<file path="config.mk">
export PLATFORM = sky130hd
export DESIGN_NAME = way_array
export DESIGN_NICKNAME = d
export VERILOG_FILES = /design/src/hdl/l2_cache_pkg.sv /design/src/hdl/way_array.sv
export VERILOG_INCLUDE_DIRS = /design/src /design/src/include
export SDC_FILE = /design/constraint.sdc
export NUM_CORES = 1
export LEC_CHECK = 0
export BUFFER_PORTS_ARGS = -buffer_cell sky130_fd_sc_hd__buf_2
export CAP_MARGIN = 20
export CORE_MARGIN = 3
export CORE_UTILIZATION = 41
export CTS_BUF_LIST = sky130_fd_sc_hd__clkbuf_4 sky130_fd_sc_hd__clkbuf_8 sky130_fd_sc_hd__clkbuf_16
export CTS_CLUSTER_SIZE = 25
export DETAILED_ROUTE_END_ITERATION = 8
export PLACE_DENSITY = 0.67
export SLEW_MARGIN = 5
export SYNTH_ARGS = -nofsm -noshare
export SYNTH_HDL_FRONTEND = slang
export SYNTH_SLANG_ARGS = --single-unit
</file>
<file path="constraint.sdc">
create_clock -name clk -period 3 [get_ports clk]
set_input_delay 0.15 -clock clk [delete_from_list [all_inputs] [get_ports clk]]
set_output_delay 0.15 -clock clk [all_outputs]
set_load 0.03 [all_outputs]
</file>
<file path="src/include/l2_cache_config.svh">
// ================================================
// l2 cache geometry
// address split, line and word sizes, way count
// for the four-way write-back second-level cache
// ================================================

`ifndef L2_CACHE_CONFIG_SVH
`define L2_CACHE_CONFIG_SVH

`define L2_ADDR_W        32    // byte address
`define L2_LINE_W        512   // one cache line
`define L2_WORD_W        128   // one cpu word
`define L2_WAYS          4
`define L2_INDEX_W       9     // address bits 14..6
`define L2_TAG_W         17    // address bits 31..15
`define L2_WORD_SEL_LSB  4     // low bit of word select

// derived values
`define L2_LINE_OFF_W    (`L2_ADDR_W - `L2_TAG_W - `L2_INDEX_W)
`define L2_SETS          (1 << `L2_INDEX_W)

`endif

</file>
<file path="src/hdl/l2_cache_pkg.sv">
// ================================================
// l2 cache types
// address fields, tag entries, lines, requests
// and controller states shared by all blocks
// ================================================

`include "l2_cache_config.svh"

package l2_cache_pkg;

    typedef logic [`L2_TAG_W-1:0]                          tag_t;
    typedef logic [`L2_INDEX_W-1:0]                        index_t;
    typedef logic [`L2_LINE_OFF_W-`L2_WORD_SEL_LSB-1:0]    word_sel_t;
    typedef logic [`L2_LINE_W-1:0]                         line_t;
    typedef logic [`L2_WORD_W-1:0]                         word_t;
    typedef logic [$clog2(`L2_WAYS)-1:0]                   way_t;
    typedef logic [`L2_WAYS-2:0]                           plru_t;   // tree bits

    typedef struct packed {
        tag_t                         tag;
        index_t                       index;
        word_sel_t                    word_sel;
        logic [`L2_WORD_SEL_LSB-1:0]  byte_off;   // ignored
    } l2_addr_t;

    typedef struct packed {
        logic  valid;
        tag_t  tag;
    } tag_entry_t;

    typedef struct packed {
        l2_addr_t  addr;
        logic      write;
        word_t     wdata;
    } l2_req_t;

    typedef struct packed {
        tag_t    tag;
        index_t  index;
    } line_addr_t;

    typedef struct packed {
        logic        write;
        line_addr_t  line_addr;
        line_t       wline;      // victim data on write-back
    } mem_req_t;

    typedef struct packed {
        tag_entry_t [`L2_WAYS-1:0]  entry;
        logic [`L2_WAYS-1:0]        dirty;
    } way_status_t;

    typedef enum logic [2:0] {
        ST_IDLE,
        ST_ACCESS,
        ST_WRITE_HIT,
        ST_WRITE_MEM,
        ST_FILL
    } l2_state_t;

endpackage

</file>
<file path="src/hdl/way_array.sv">
// ================================================
// way array
// one way of the cache, one entry per set
// synchronous read, single write port
// ================================================

`timescale 1ns/1ps

`include "l2_cache_config.svh"

module way_array #(
    parameter type payload_t = logic
) (
    input  logic                  clk,
    input  l2_cache_pkg::index_t  rd_index,
    output payload_t              rd_payload,
    input  logic                  wr_en,
    input  l2_cache_pkg::index_t  wr_index,
    input  payload_t              wr_payload
);

    payload_t mem [`L2_SETS];

    always_ff @(posedge clk) begin
        if (wr_en) begin
            mem[wr_index] <= wr_payload;
        end
        rd_payload <= mem[rd_index];   // old data on same-index write
    end

endmodule

</file>
======== Yosys cells after proc, flatten, opt, wreduce, memory -nomap -nowiden ========
Memory sizes are Yosys's and may differ from the RTL's. A register that Yosys moved wholly into a read port is not among the register bits.
Cells that the tools add are included.
word-level totals
  flip-flop bits (word level) ............. 0
  RAM bits ................................ 512
  input port bits ......................... 21
  output and inout bits ................... 1
  logic and storage cells ................. 3
  memories kept ........................... 1
memory list
  memory  depth  bits a word  rd ports  clocked after memory_dff  write ports  RTL line         text
  mem     512    1            1         1                         1            way_array.sv:22  payload_t mem [`L2_SETS];
operators by class
  mux-type cells .......................... 2
operators by type and width
  cell               number
  two-way mux 1 bit  2

======== Logic depth before layout (Yosys ltp) ========
  depth after elaboration ................. 2
  mapped depth ............................ 11
  mapped depth without buffers ............ 7

======== Least setup slack after synthesis ========
OpenSTA, ideal clock, no wires.
  path type ............................... in2reg
  start ................................... in rd_index[0]
  end ..................................... reg rd_payload (read register of mem)
  setup time .............................. 125 ps
  arrival ................................. 1798 ps
  required time ........................... 2875 ps
  slack ................................... 1077 ps
  cell stages on the path ................. 8
  path buffers ............................ 2
  cells stage by stage .................... buf_6 buf_12 mux4_1 mux4_2 nand3_1 and4bb_1 a2111o_1 nand4_1
RTL lines
  item         RTL line         text
  from (decl)  way_array.sv:15  input l2_cache_pkg::index_t rd_index,
  to (decl)    way_array.sv:16  output payload_t rd_payload,

==> results.md <==
* Filler cell count at 4763
* Reg2Reg Depth at 7
* Final WS setup at a little over 800 ps
* CTS H-tree lvls at 2
* Status: finished clean
* Setup Crit Path Kind: reg -> reg
* Reg-to-Reg Start: mem[197]
* Reg clk slew, reported paths at 60 ps
* CP arrival at 2640 ps
* Hold WC Path Type: in -> reg
* Storage cell area at 15390 µm²
* CTS sink count at 513
* WL final at around 57000 µm
* Post-synth top flop: edfxtp_1
* Area occupied by multi-input gates at ~6400 µm²
* Total GRT Usage at 19.74%
* Pre-CTS setup slack at 497.4 ps
* Leak Pwr at 7.817 nW
* Vias at 13946
* Minimum clock period at 2170 ps
* Num CTS Buffers at 52
* Critical path endpoint category: register
* Clk buf depth at 3
* Critical path's slowest cell: mux4_1
* DIE HEIGHT at 240.8 µm
* DRC at 0
* DP HPWL at just over 30000 µm
* Nets@finish at around 1600
* Clock root cell: clkbuf_16
* Global route overflow at 0
* Yosys cell types at 43
* Worst Path Max Fanout at 1
* Die width at 240.8 µm
* Initial antenna violation count at 0
* Number of synthesized flops with an enable pin at 512
* Delay-heaviest family, CP: multiplexers
* Warnings from Yosys at 0
* Period Utilization, post-route at 72.33%
* WP depth at 7
* Pin count of the biggest net entering global routing at ~110
* CP bufs+invs at 0
* Antenna Cells at 0
* Layout cell share with drive strength beyond 1 at 14.56%
* I/O Buffers at 21
* Final setup violation count at 0
* Final Hold Vio Count at 0
* First-pass GRT wire length at 85790 µm
* Site row count at 85
* TritonCTS clock tree: built
* Syn Area/Cell at approximately 14 µm²
* Antenna viol nets, final at 0
* Setup TNS at 0 ps
* Via density per instance at 5.897
* Max-cap violations at 0
* R2r setup slk at 830 ps
* Seq/Total Area, Yosys at 68.09%
* Hold WS at 81.00 ps
* Area growth syn-to-layout at 11.54%
* DR iter-0 viols at 1520
* Yosys top cell by area: edfxtp_1
* Max-slew headroom at between 30 and 40%
* TritonRoute pass-1 iters at 5
* Crit Reg-Reg Endpoint: rd_payload
* Syn nets at 1636
* RSZ-0062 raised after global routing: no
* Seq cells post-synth at 513
* Max Fclk at about 460 MHz
* Critical Path Max Stage Delay at 500 ps
* CP Launch Type: register
* Pins Over Slew Limit at 0
* CP endpoint: rd_payload
* Clock Latency Late Sink at 580 ps
* I/O Pins at 22
* Synth area leaders: edfxtp_1 68%, nor2_1 8.8%, mux2i_1 5.1%
* Synth top area share at about two thirds
* Cells along the critical path: mux4_1, mux4_2, nand2_1, o311ai_1, o211ai_1, a221o_1, nand4_1
* Initial core utilization at between 40% and 50%
* Critical Path RT at 3470 ps
* CTS resizes at 0
* Ys async rst share at 0%
* Worst Max-Slew Pin Slew at 963.2 ps
* Vias in the first global route at 14000
* Mapped Area at 22610 µm²
* Wire per inst at ~24 µm
* GPL Wtd Cong at 0.7831
* Core Area at 54240 µm²
* Clk_skew at ~6.2 ps
* Die Area at 58000 µm²
* Post-CTS setup buffers at 0
* CTS Hold Bufs at 0
* Post-Syn Instances at 1615
* PwrDens at 602.0 nW/µm²
* Peak supply drop at about 0.00046 V
* Critical Path Start: mem[197]
==> layout by cell type, fill, tap and decap left out, drive strengths merged, types with 3 or more instances in the layout <==
cell type / netlist / layout
nor3b: 5 / 5
o21ai: 8 / 8
a21oi: 35 / 35
o211ai: 8 / 8
nand3: 7 / 7
o22ai: 26 / 26
bufinv: 0 / 5
nor2: 532 / 532
nor4: 4 / 4
nand2: 58 / 58
inv: 3 / 3
nor3: 4 / 4
buf: 54 / 96
mux2i: 116 / 116
clkinv: 2 / 25
o221ai: 58 / 58
edfxtp: 512 / 512
mux4: 72 / 72
clkbuf: 82 / 66
a2111o: 3 / 3
nor2b: 6 / 6
==> cells in the mapped netlist, types with 8 or more instances <==
cell	count
a21oi_1	35
buf_1	12
buf_12	8
buf_2	19
buf_6	9
clkbuf_1	81
edfxtp_1	512
mux2i_1	116
mux4_1	21
mux4_2	51
nand2_1	58
nor2_1	532
o21ai_0	8
o221ai_1	54
o22ai_1	26
==> area by class of cell <==
type,instances,area share (%)
sequential,513,61.05
multi-input combinational,960,25.41
tap,696,3.453
timing repair buffer,96,3.334
inverter,5,0.07442
clock inverter,29,1.032
clock buffer,66,5.646
==> state kept, by name (all words and copies together), names as in the netlist <==
register,flops
mem,512
rd_payload,1
==> logic make-up (layout without fill, tap and decap cells) <==
| kind of cell | count (synthesis) | count (layout) | share of synthesized area [%] |
|---|---|---|---|
| multiplexers | 188 | 188 | 12.66 |
| AO/OA/AOI/OAI | 145 | 145 | 4.737 |
| flip-flops | 513 | 513 | 68.09 |
| AND/OR/NAND/NOR | 627 | 627 | 10.84 |
| buffers and inverters | 142 | 196 | 3.675 |
==> worst min-delay path by stage <==
stage / start / endpoint / slack [ps] / depth (start not counted)
floorplan: wr_payload / mem[0] / 250 / 0
CTS: wr_payload / mem[383] / 90 / 1
global placement: rd_payload / rd_payload / 680 / 1
global route: wr_payload / mem[383] / 100 / 1
finish: wr_payload / mem[383] / 80 / 1
detailed placement: rd_payload / rd_payload / 680 / 1
==> routing by layer <==
layer	GRT usage [%]	share of wire, %	vias to the layer above	wire length (µm)
li1	-	-	6014	-
met3	3.908	8.6	161	4898
met1	26.41	40	7141	22650
met4	7.894	4.0	0	2291
met2	31.99	47	630	26890
met5	0	0	-	0
==> power breakdown <==
part	switching (W)	leakage [nW]	internal (W)
Combinational	0.000578	2.36	0.000284
Clock	0.00265	0.850	0.00377
Sequential	0.00000543	4.61	0.00789
==> stage by stage <==
step	area, µm²	utilization, %	std cells	power, W
finish	25220	46.49	2365	0.01518
global placement	23530	43.39	2270	0.008889
floorplan	22610	-	1615	0.008554
detailed placement	23530	43.39	2270	0.008904
CTS	25220	46.49	2365	0.01528
global route	25220	46.49	2365	0.01562
No activity file was read; power rests on OpenSTA's default activity.
