<file path="src/include/l2_cache_config.svh">
// ================================================
// l2 cache geometry
// address split, line and word sizes, way count
// for the four-way write-back second-level cache
// ================================================

`ifndef L2_CACHE_CONFIG_SVH
`define L2_CACHE_CONFIG_SVH

`define L2_ADDR_W        32    // byte address
`define L2_LINE_W        512   // one cache line
`define L2_WORD_W        128   // one cpu word
`define L2_WAYS          4
`define L2_INDEX_W       9     // address bits 14..6
`define L2_TAG_W         17    // address bits 31..15
`define L2_WORD_SEL_LSB  4     // low bit of word select

// derived values
`define L2_LINE_OFF_W    (`L2_ADDR_W - `L2_TAG_W - `L2_INDEX_W)
`define L2_SETS          (1 << `L2_INDEX_W)

`endif

</file>
<file path="src/hdl/l2_cache_pkg.sv">
// ================================================
// l2 cache types
// address fields, tag entries, lines, requests
// and controller states shared by all blocks
// ================================================

`include "l2_cache_config.svh"

package l2_cache_pkg;

    typedef logic [`L2_TAG_W-1:0]                          tag_t;
    typedef logic [`L2_INDEX_W-1:0]                        index_t;
    typedef logic [`L2_LINE_OFF_W-`L2_WORD_SEL_LSB-1:0]    word_sel_t;
    typedef logic [`L2_LINE_W-1:0]                         line_t;
    typedef logic [`L2_WORD_W-1:0]                         word_t;
    typedef logic [$clog2(`L2_WAYS)-1:0]                   way_t;
    typedef logic [`L2_WAYS-2:0]                           plru_t;   // tree bits

    typedef struct packed {
        tag_t                         tag;
        index_t                       index;
        word_sel_t                    word_sel;
        logic [`L2_WORD_SEL_LSB-1:0]  byte_off;   // ignored
    } l2_addr_t;

    typedef struct packed {
        logic  valid;
        tag_t  tag;
    } tag_entry_t;

    typedef struct packed {
        l2_addr_t  addr;
        logic      write;
        word_t     wdata;
    } l2_req_t;

    typedef struct packed {
        tag_t    tag;
        index_t  index;
    } line_addr_t;

    typedef struct packed {
        logic        write;
        line_addr_t  line_addr;
        line_t       wline;      // victim data on write-back
    } mem_req_t;

    typedef struct packed {
        tag_entry_t [`L2_WAYS-1:0]  entry;
        logic [`L2_WAYS-1:0]        dirty;
    } way_status_t;

    typedef enum logic [2:0] {
        ST_IDLE,
        ST_ACCESS,
        ST_WRITE_HIT,
        ST_WRITE_MEM,
        ST_FILL
    } l2_state_t;

endpackage

</file>
<file path="src/hdl/victim_select.sv">
// ================================================
// victim select
// per-set pseudo-LRU tree and the replacement
// choice: first invalid way, else the tree
// ================================================

`timescale 1ns/1ps

`include "l2_cache_config.svh"

module victim_select (
    input  logic                       clk,
    input  logic                       reset,
    input  l2_cache_pkg::index_t       index,
    input  l2_cache_pkg::way_status_t  status,
    input  logic                       plru_update,
    input  l2_cache_pkg::way_t         used_way,
    output l2_cache_pkg::way_t         victim_way,
    output l2_cache_pkg::tag_entry_t   victim_entry,
    output logic                       victim_dirty
);

    import l2_cache_pkg::*;

    plru_t plru_q [`L2_SETS];
    plru_t bits;

    always_comb begin
        bits = plru_q[index];
        if (!bits[0]) begin
            victim_way = bits[1] ? 2'd1 : 2'd0;   // left half
        end else begin
            victim_way = bits[2] ? 2'd3 : 2'd2;   // right half
        end
        // an empty way overrides the tree
        for (int w = `L2_WAYS - 1; w >= 0; w--) begin
            if (!status.entry[w].valid) begin
                victim_way = way_t'(w);
            end
        end
        victim_entry = status.entry[victim_way];
        victim_dirty = status.dirty[victim_way];
    end

    // point the path away from the way just used
    always_ff @(posedge clk) begin
        if (reset) begin
            for (int s = 0; s < `L2_SETS; s++) begin
                plru_q[s] <= '0;
            end
        end else if (plru_update) begin
            if (!used_way[1]) begin
                plru_q[index][0] <= 1'b1;
                plru_q[index][1] <= !used_way[0];
            end else begin
                plru_q[index][0] <= 1'b0;
                plru_q[index][2] <= !used_way[0];
            end
        end
    end

endmodule

</file>
<file path="config.mk">
export PLATFORM = sky130hd
export DESIGN_NAME = victim_select
export DESIGN_NICKNAME = d
export VERILOG_FILES = /design/src/hdl/l2_cache_pkg.sv /design/src/hdl/victim_select.sv
export VERILOG_INCLUDE_DIRS = /design/src /design/src/include
export SDC_FILE = /design/constraint.sdc
export NUM_CORES = 2
export LEC_CHECK = 0
export ABC_AREA = 0
export BUFFER_PORTS_ARGS = -buffer_cell sky130_fd_sc_hd__buf_2
export CORE_MARGIN = 4
export CORE_UTILIZATION = 50
export CTS_CLUSTER_SIZE = 40
export DETAILED_ROUTE_END_ITERATION = 10
export PLACE_DENSITY = 0.68
export SLEW_MARGIN = 20
export SYNTH_ARGS = -nofsm -noshare
export SYNTH_HDL_FRONTEND = slang
export SYNTH_SLANG_ARGS = --single-unit
</file>
<file path="constraint.sdc">
create_clock -name clk -period 4.5 [get_ports clk]
set_clock_uncertainty 0.1 [all_clocks]
set_input_delay 0.9 -clock clk [delete_from_list [all_inputs] [get_ports clk]]
set_output_delay 0.9 -clock clk [all_outputs]
set_load 0.1 [all_outputs]
</file>
# Word level (Yosys, flattened, before mapping)
# Memory sizes are Yosys's and may differ from the RTL's.
# Cells that the tools add are included.
classes:
  mux: 25
  n_bitwise: 1
  n_reduce_logical: 2
  magnitude_cmp: 1
ops:
  columns: ["operator", "n"]
  rows:
  - ["$bmux W18 S2", 1]
  - ["$mux W18", 1]
  - ["$mux W1", 14]
  - ["$mux W2", 5]
  - ["$mux W9", 1]
  - ["$mux W3", 2]
  - ["$lt A2 B3 Y1 const B", 1]
  - ["$reduce_or A3 Y1", 1]
  - ["$bmux W1 S2", 1]
  - ["$logic_not A1 Y1", 1]
  - ["$or A1 B1 Y1", 1]
totals:
  memories: 1
  out_inout_bits: 21
  reg_bits: 0
  elab_cells: 30
  in_bits: 90
  ramBits: 1536
mem_list:
  columns: ["name", "words", "word_bits", "rd", "rd_ports_with_merged_regs", "wr", "line", "rtl"]
  rows:
  - ["plru_q", 512, 3, 1, 0, 512, "victim_select.sv:25", "plru_t plru_q [`L2_SETS];"]

# Longest topological paths before layout
# An unclocked memory read counts as a cell.
depth:
  word_depth: 9
  ltp_mapped: 17
  ltp_nobuf: 10

# Worst setup path after synthesis
# OpenSTA, ideal clock, no wires.
synth_path:
  path_type: "input-to-output"
  startpoint: "in index[0]"
  endpoint: "out victim_entry[10] (netlist bit)"
  stages: 13
  path_slack_ns: -1.691
  t_required_ns: 3.500
  arrival_time_ns: 5.191
  n_path_buf: 6
  path_cell_list: "buf_6 -> buf_2 -> buf_2 -> buf_4 -> mux4_2 -> a31oi_1 -> o211ai_1 -> a21oi_1 -> nand4_1 -> a211oi_1 -> buf_6 -> buf_12 -> mux2i_1"
synth_rtl:
  columns: ["item", "line", "rtl"]
  rows:
  - ["start: declaration", "victim_select.sv:14", "input l2_cache_pkg::index_t index,"]
  - ["end: declaration", "victim_select.sv:19", "output l2_cache_pkg::tag_entry_t victim_entry,"]

==> out/qor.yml <==
flow_run:
  drv_cap: 0
clocking:
  clk_pin_slew_ps: 60
  htree_num_levels: 4
  cts.sinks: 1536
  clock-root-buffer: "clkbuf_16"
  postCtsHoldBufs: 0
  cts_tree: "built"
  clock_path_buffers: 3
  cts_made_buffers: 164
route:
  vias: 61212
  drt_iter0_drc: 10586
  drc_errors: 0
  firstDrtPassIters: 9
  routedWlPerCell_um: 30.8
  viasPerCell: 6.72
  ant_nets: 0
  wl_um: 281000
global_routing:
  grt_pass1_wl_um: 405000
  grt_max_degree: 290
  antenna_found_initial: 10
  first_global_vias: 59064
  overflow: 0
  grt_usage_pct: 32.8
synthesis:
  synth_ff_type: "edfxtp_1"
  ys_top_cells_by_area: "edfxtp_1 (57%), mux4_2 (9.2%), nor2_1 (5.1%)"
  yosysMostFrequentCell: "edfxtp_1"
  synth_cells: 6693
  synth_seq_cells: 1536
  async_reset_ff_share_pct: 0
  yosysTopAreaCell: "edfxtp_1"
  yosysWarnings: 0
  syn-cell-area_um2: 80600
  yosysTopAreaCellShare_pct: 57.3
  syn_avg_cell_area_um2: 12.0
  ys_top_cells_by_count: "edfxtp_1 (1536), nor2_1 (1091), clkbuf_1 (683)"
  synth.distinct_cells: 72
  syn_nets: 6783
  synth_edf_count: 1536
  synth_seq_area_share_pct: 57.3
power_and_ir_drop:
  internal-power_mw: 25.7
  power.switching_mw: 8.13
  ir_drop_mv: 0.291
  power.share.switching_pct: 24.0
  p_comb_share_pct: 11.2
  clkPwrFrac_pct: 39.6
  p_leak_nw: 33.0
  finalPower_mw: 33.8
  p_per_area_nw_per_um2: 360
  seq_power_share_pct: 49.2
placed_design:
  place_area_um2: 87100
  placement.io_buffers: 110
  hpwl_um: 178000
  place.gp.congestion: 0.971
  dp.cells: 8744
  place_ws_ps: -2090
sta:
  fin_ws_ps: -1240
  worstMarginPinSlew_ps: 1460
  relSlewSlack_pct: 2.46
  final.setup.tns_ps: -23910
  hold_viol_final: 0
  rsz0062_at_grt: "yes"
  fmax_mhz: 174
  fin_crit_sh_pct: 127
  finalSetupViolCount: 20
  finalMaxSlewViolations: 0
  worst_hold_slack_ps: 440
  final.min_clock_period_ps: 5740
final_layout:
  drive_gt1_share_pct: 29.6
  post-route-util_pct: 58.5
  reg_top3: "plru_q (1536)"
  fill_cells: 12716
  finish.instance_area_um2: 93900
  layout-area-overhead-vs-synth_pct: 16.6
  top_register: "plru_q"
  largest_reg_flops: 1536
  instances_no_fill: 9114
  nNetsFinal: 6905
floorplanning:
  core-area_um2: 160000
  rows: 147
  dieHeight_um: 409
  io_pins: 111
  dieArea_um2: 168000
  die_x_um: 409
  initial_core_util_pct: 50.2
setup_path:
  arrival_ps: 4740
  crit_path_max_fanout: 12
  start_kind: "input pin"
  cp-end-kind: "output port"
  critPathRequiredTime_ps: 3500
  crit_type: "in -> out"
status:
  violations: "setup timing"
  status: "complete, but fails checks"
worst_hold_path:
  min_to: "plru_q[183][0]"
  hold_path.class: "in -> reg"
  whs_path_depth: 2
  hold_path_startpoint: "reset"
[power groups by stage]
stage          Sequential (mW)  Clock, mW  Combinational [mW]
2_1_floorplan             16.8          0                2.27
3_3_place_gp              16.9          0                3.43
3_5_place_dp              16.9          0                3.48
4_1_cts                   16.6       13.4                3.66
5_1_grt                   16.7       14.0                3.91
6_report                  16.6       13.4                3.78
[worst max-delay path, stage by stage]
cell and delay (ps):
buf_12 120, buf_12 160, buf_12 140, buf_16 160, buf_8 170, mux4_2 320
a22oi_1 670, o22ai_1 240, nor4_4 370, nand4_1 300, nor3_4 260, a211oi_4 100
buf_12 210, buf_16 160, mux2i_4 190, buf_12 200
[worst max-delay path by stage]
stage | from | endpoint | slack, ps | depth (start not counted)
final | index[1] | victim_entry[7] | -1240 | 16
after global routing | index[0] | victim_entry[8] | -1220 | 19
after CTS | index[1] | victim_entry[16] | -1060 | 17
after detailed placement | index[0] | victim_entry[16] | -2090 | 17
after global placement | index[0] | victim_entry[16] | -2110 | 17
after floorplan | index[0] | victim_entry[10] | -750 | 13
[cell type report]
type	instances	area [µm²]	area share (%)
antenna	10	25.0	0.0267
clock buffer	202	4330	4.61
clock inverter	93	843	0.898
inverter	4	17.5	0.0187
multi-input combinational	4265	31800	33.9
sequential	1536	46100	49.1
tap	2160	2700	2.88
timing repair buffer	844	8020	8.54
[layer usage]
metal	vias to the layer above	track usage, %	part of all wire, %	routed length [µm]
met5	-	0	0.0053	15
met4	2	17.6	6.3	17600
met3	982	9.45	14	39900
met2	4882	48.7	44	124000
met1	30528	44.0	35	99200
li1	24818	-	-	-
[kinds of logic after synthesis]
kind of cell	after synthesis	synth area share, %
muxes	545	12.0
AOI/OAI and AO/OA	1278	11.8
DFF	1536	57.3
buffers and inverters	892	4.61
and+or+nand+nor	2442	14.3
[what timing repair did]
item / in CTS / in global routing
hold endpoints to repair: 0 / 0
setup endpoints to repair: 20 / 20
resized for setup: 138 / 27
setup buffers: 39 / 15
pin swaps: 22 / 17
gates cloned: 10 / 0
[layout by cell type (no fill, tap or decap), types with 34 or more instances in the layout]
master,Yosys,final
buf_4,9,601
nor3_1,538,524
edfxtp_1,1536,1536
o21bai_1,526,526
a21o_1,497,497
or2_1,37,37
clkbuf_16,0,168
a22oi_1,77,70
buf_12,7,110
mux2i_1,196,172
or2_2,482,482
mux4_2,330,332
nor2_1,1091,1072
clkbuf_1,683,34
nand2_1,145,117
buf_2,70,84
(Power assumes the default switching activity.)
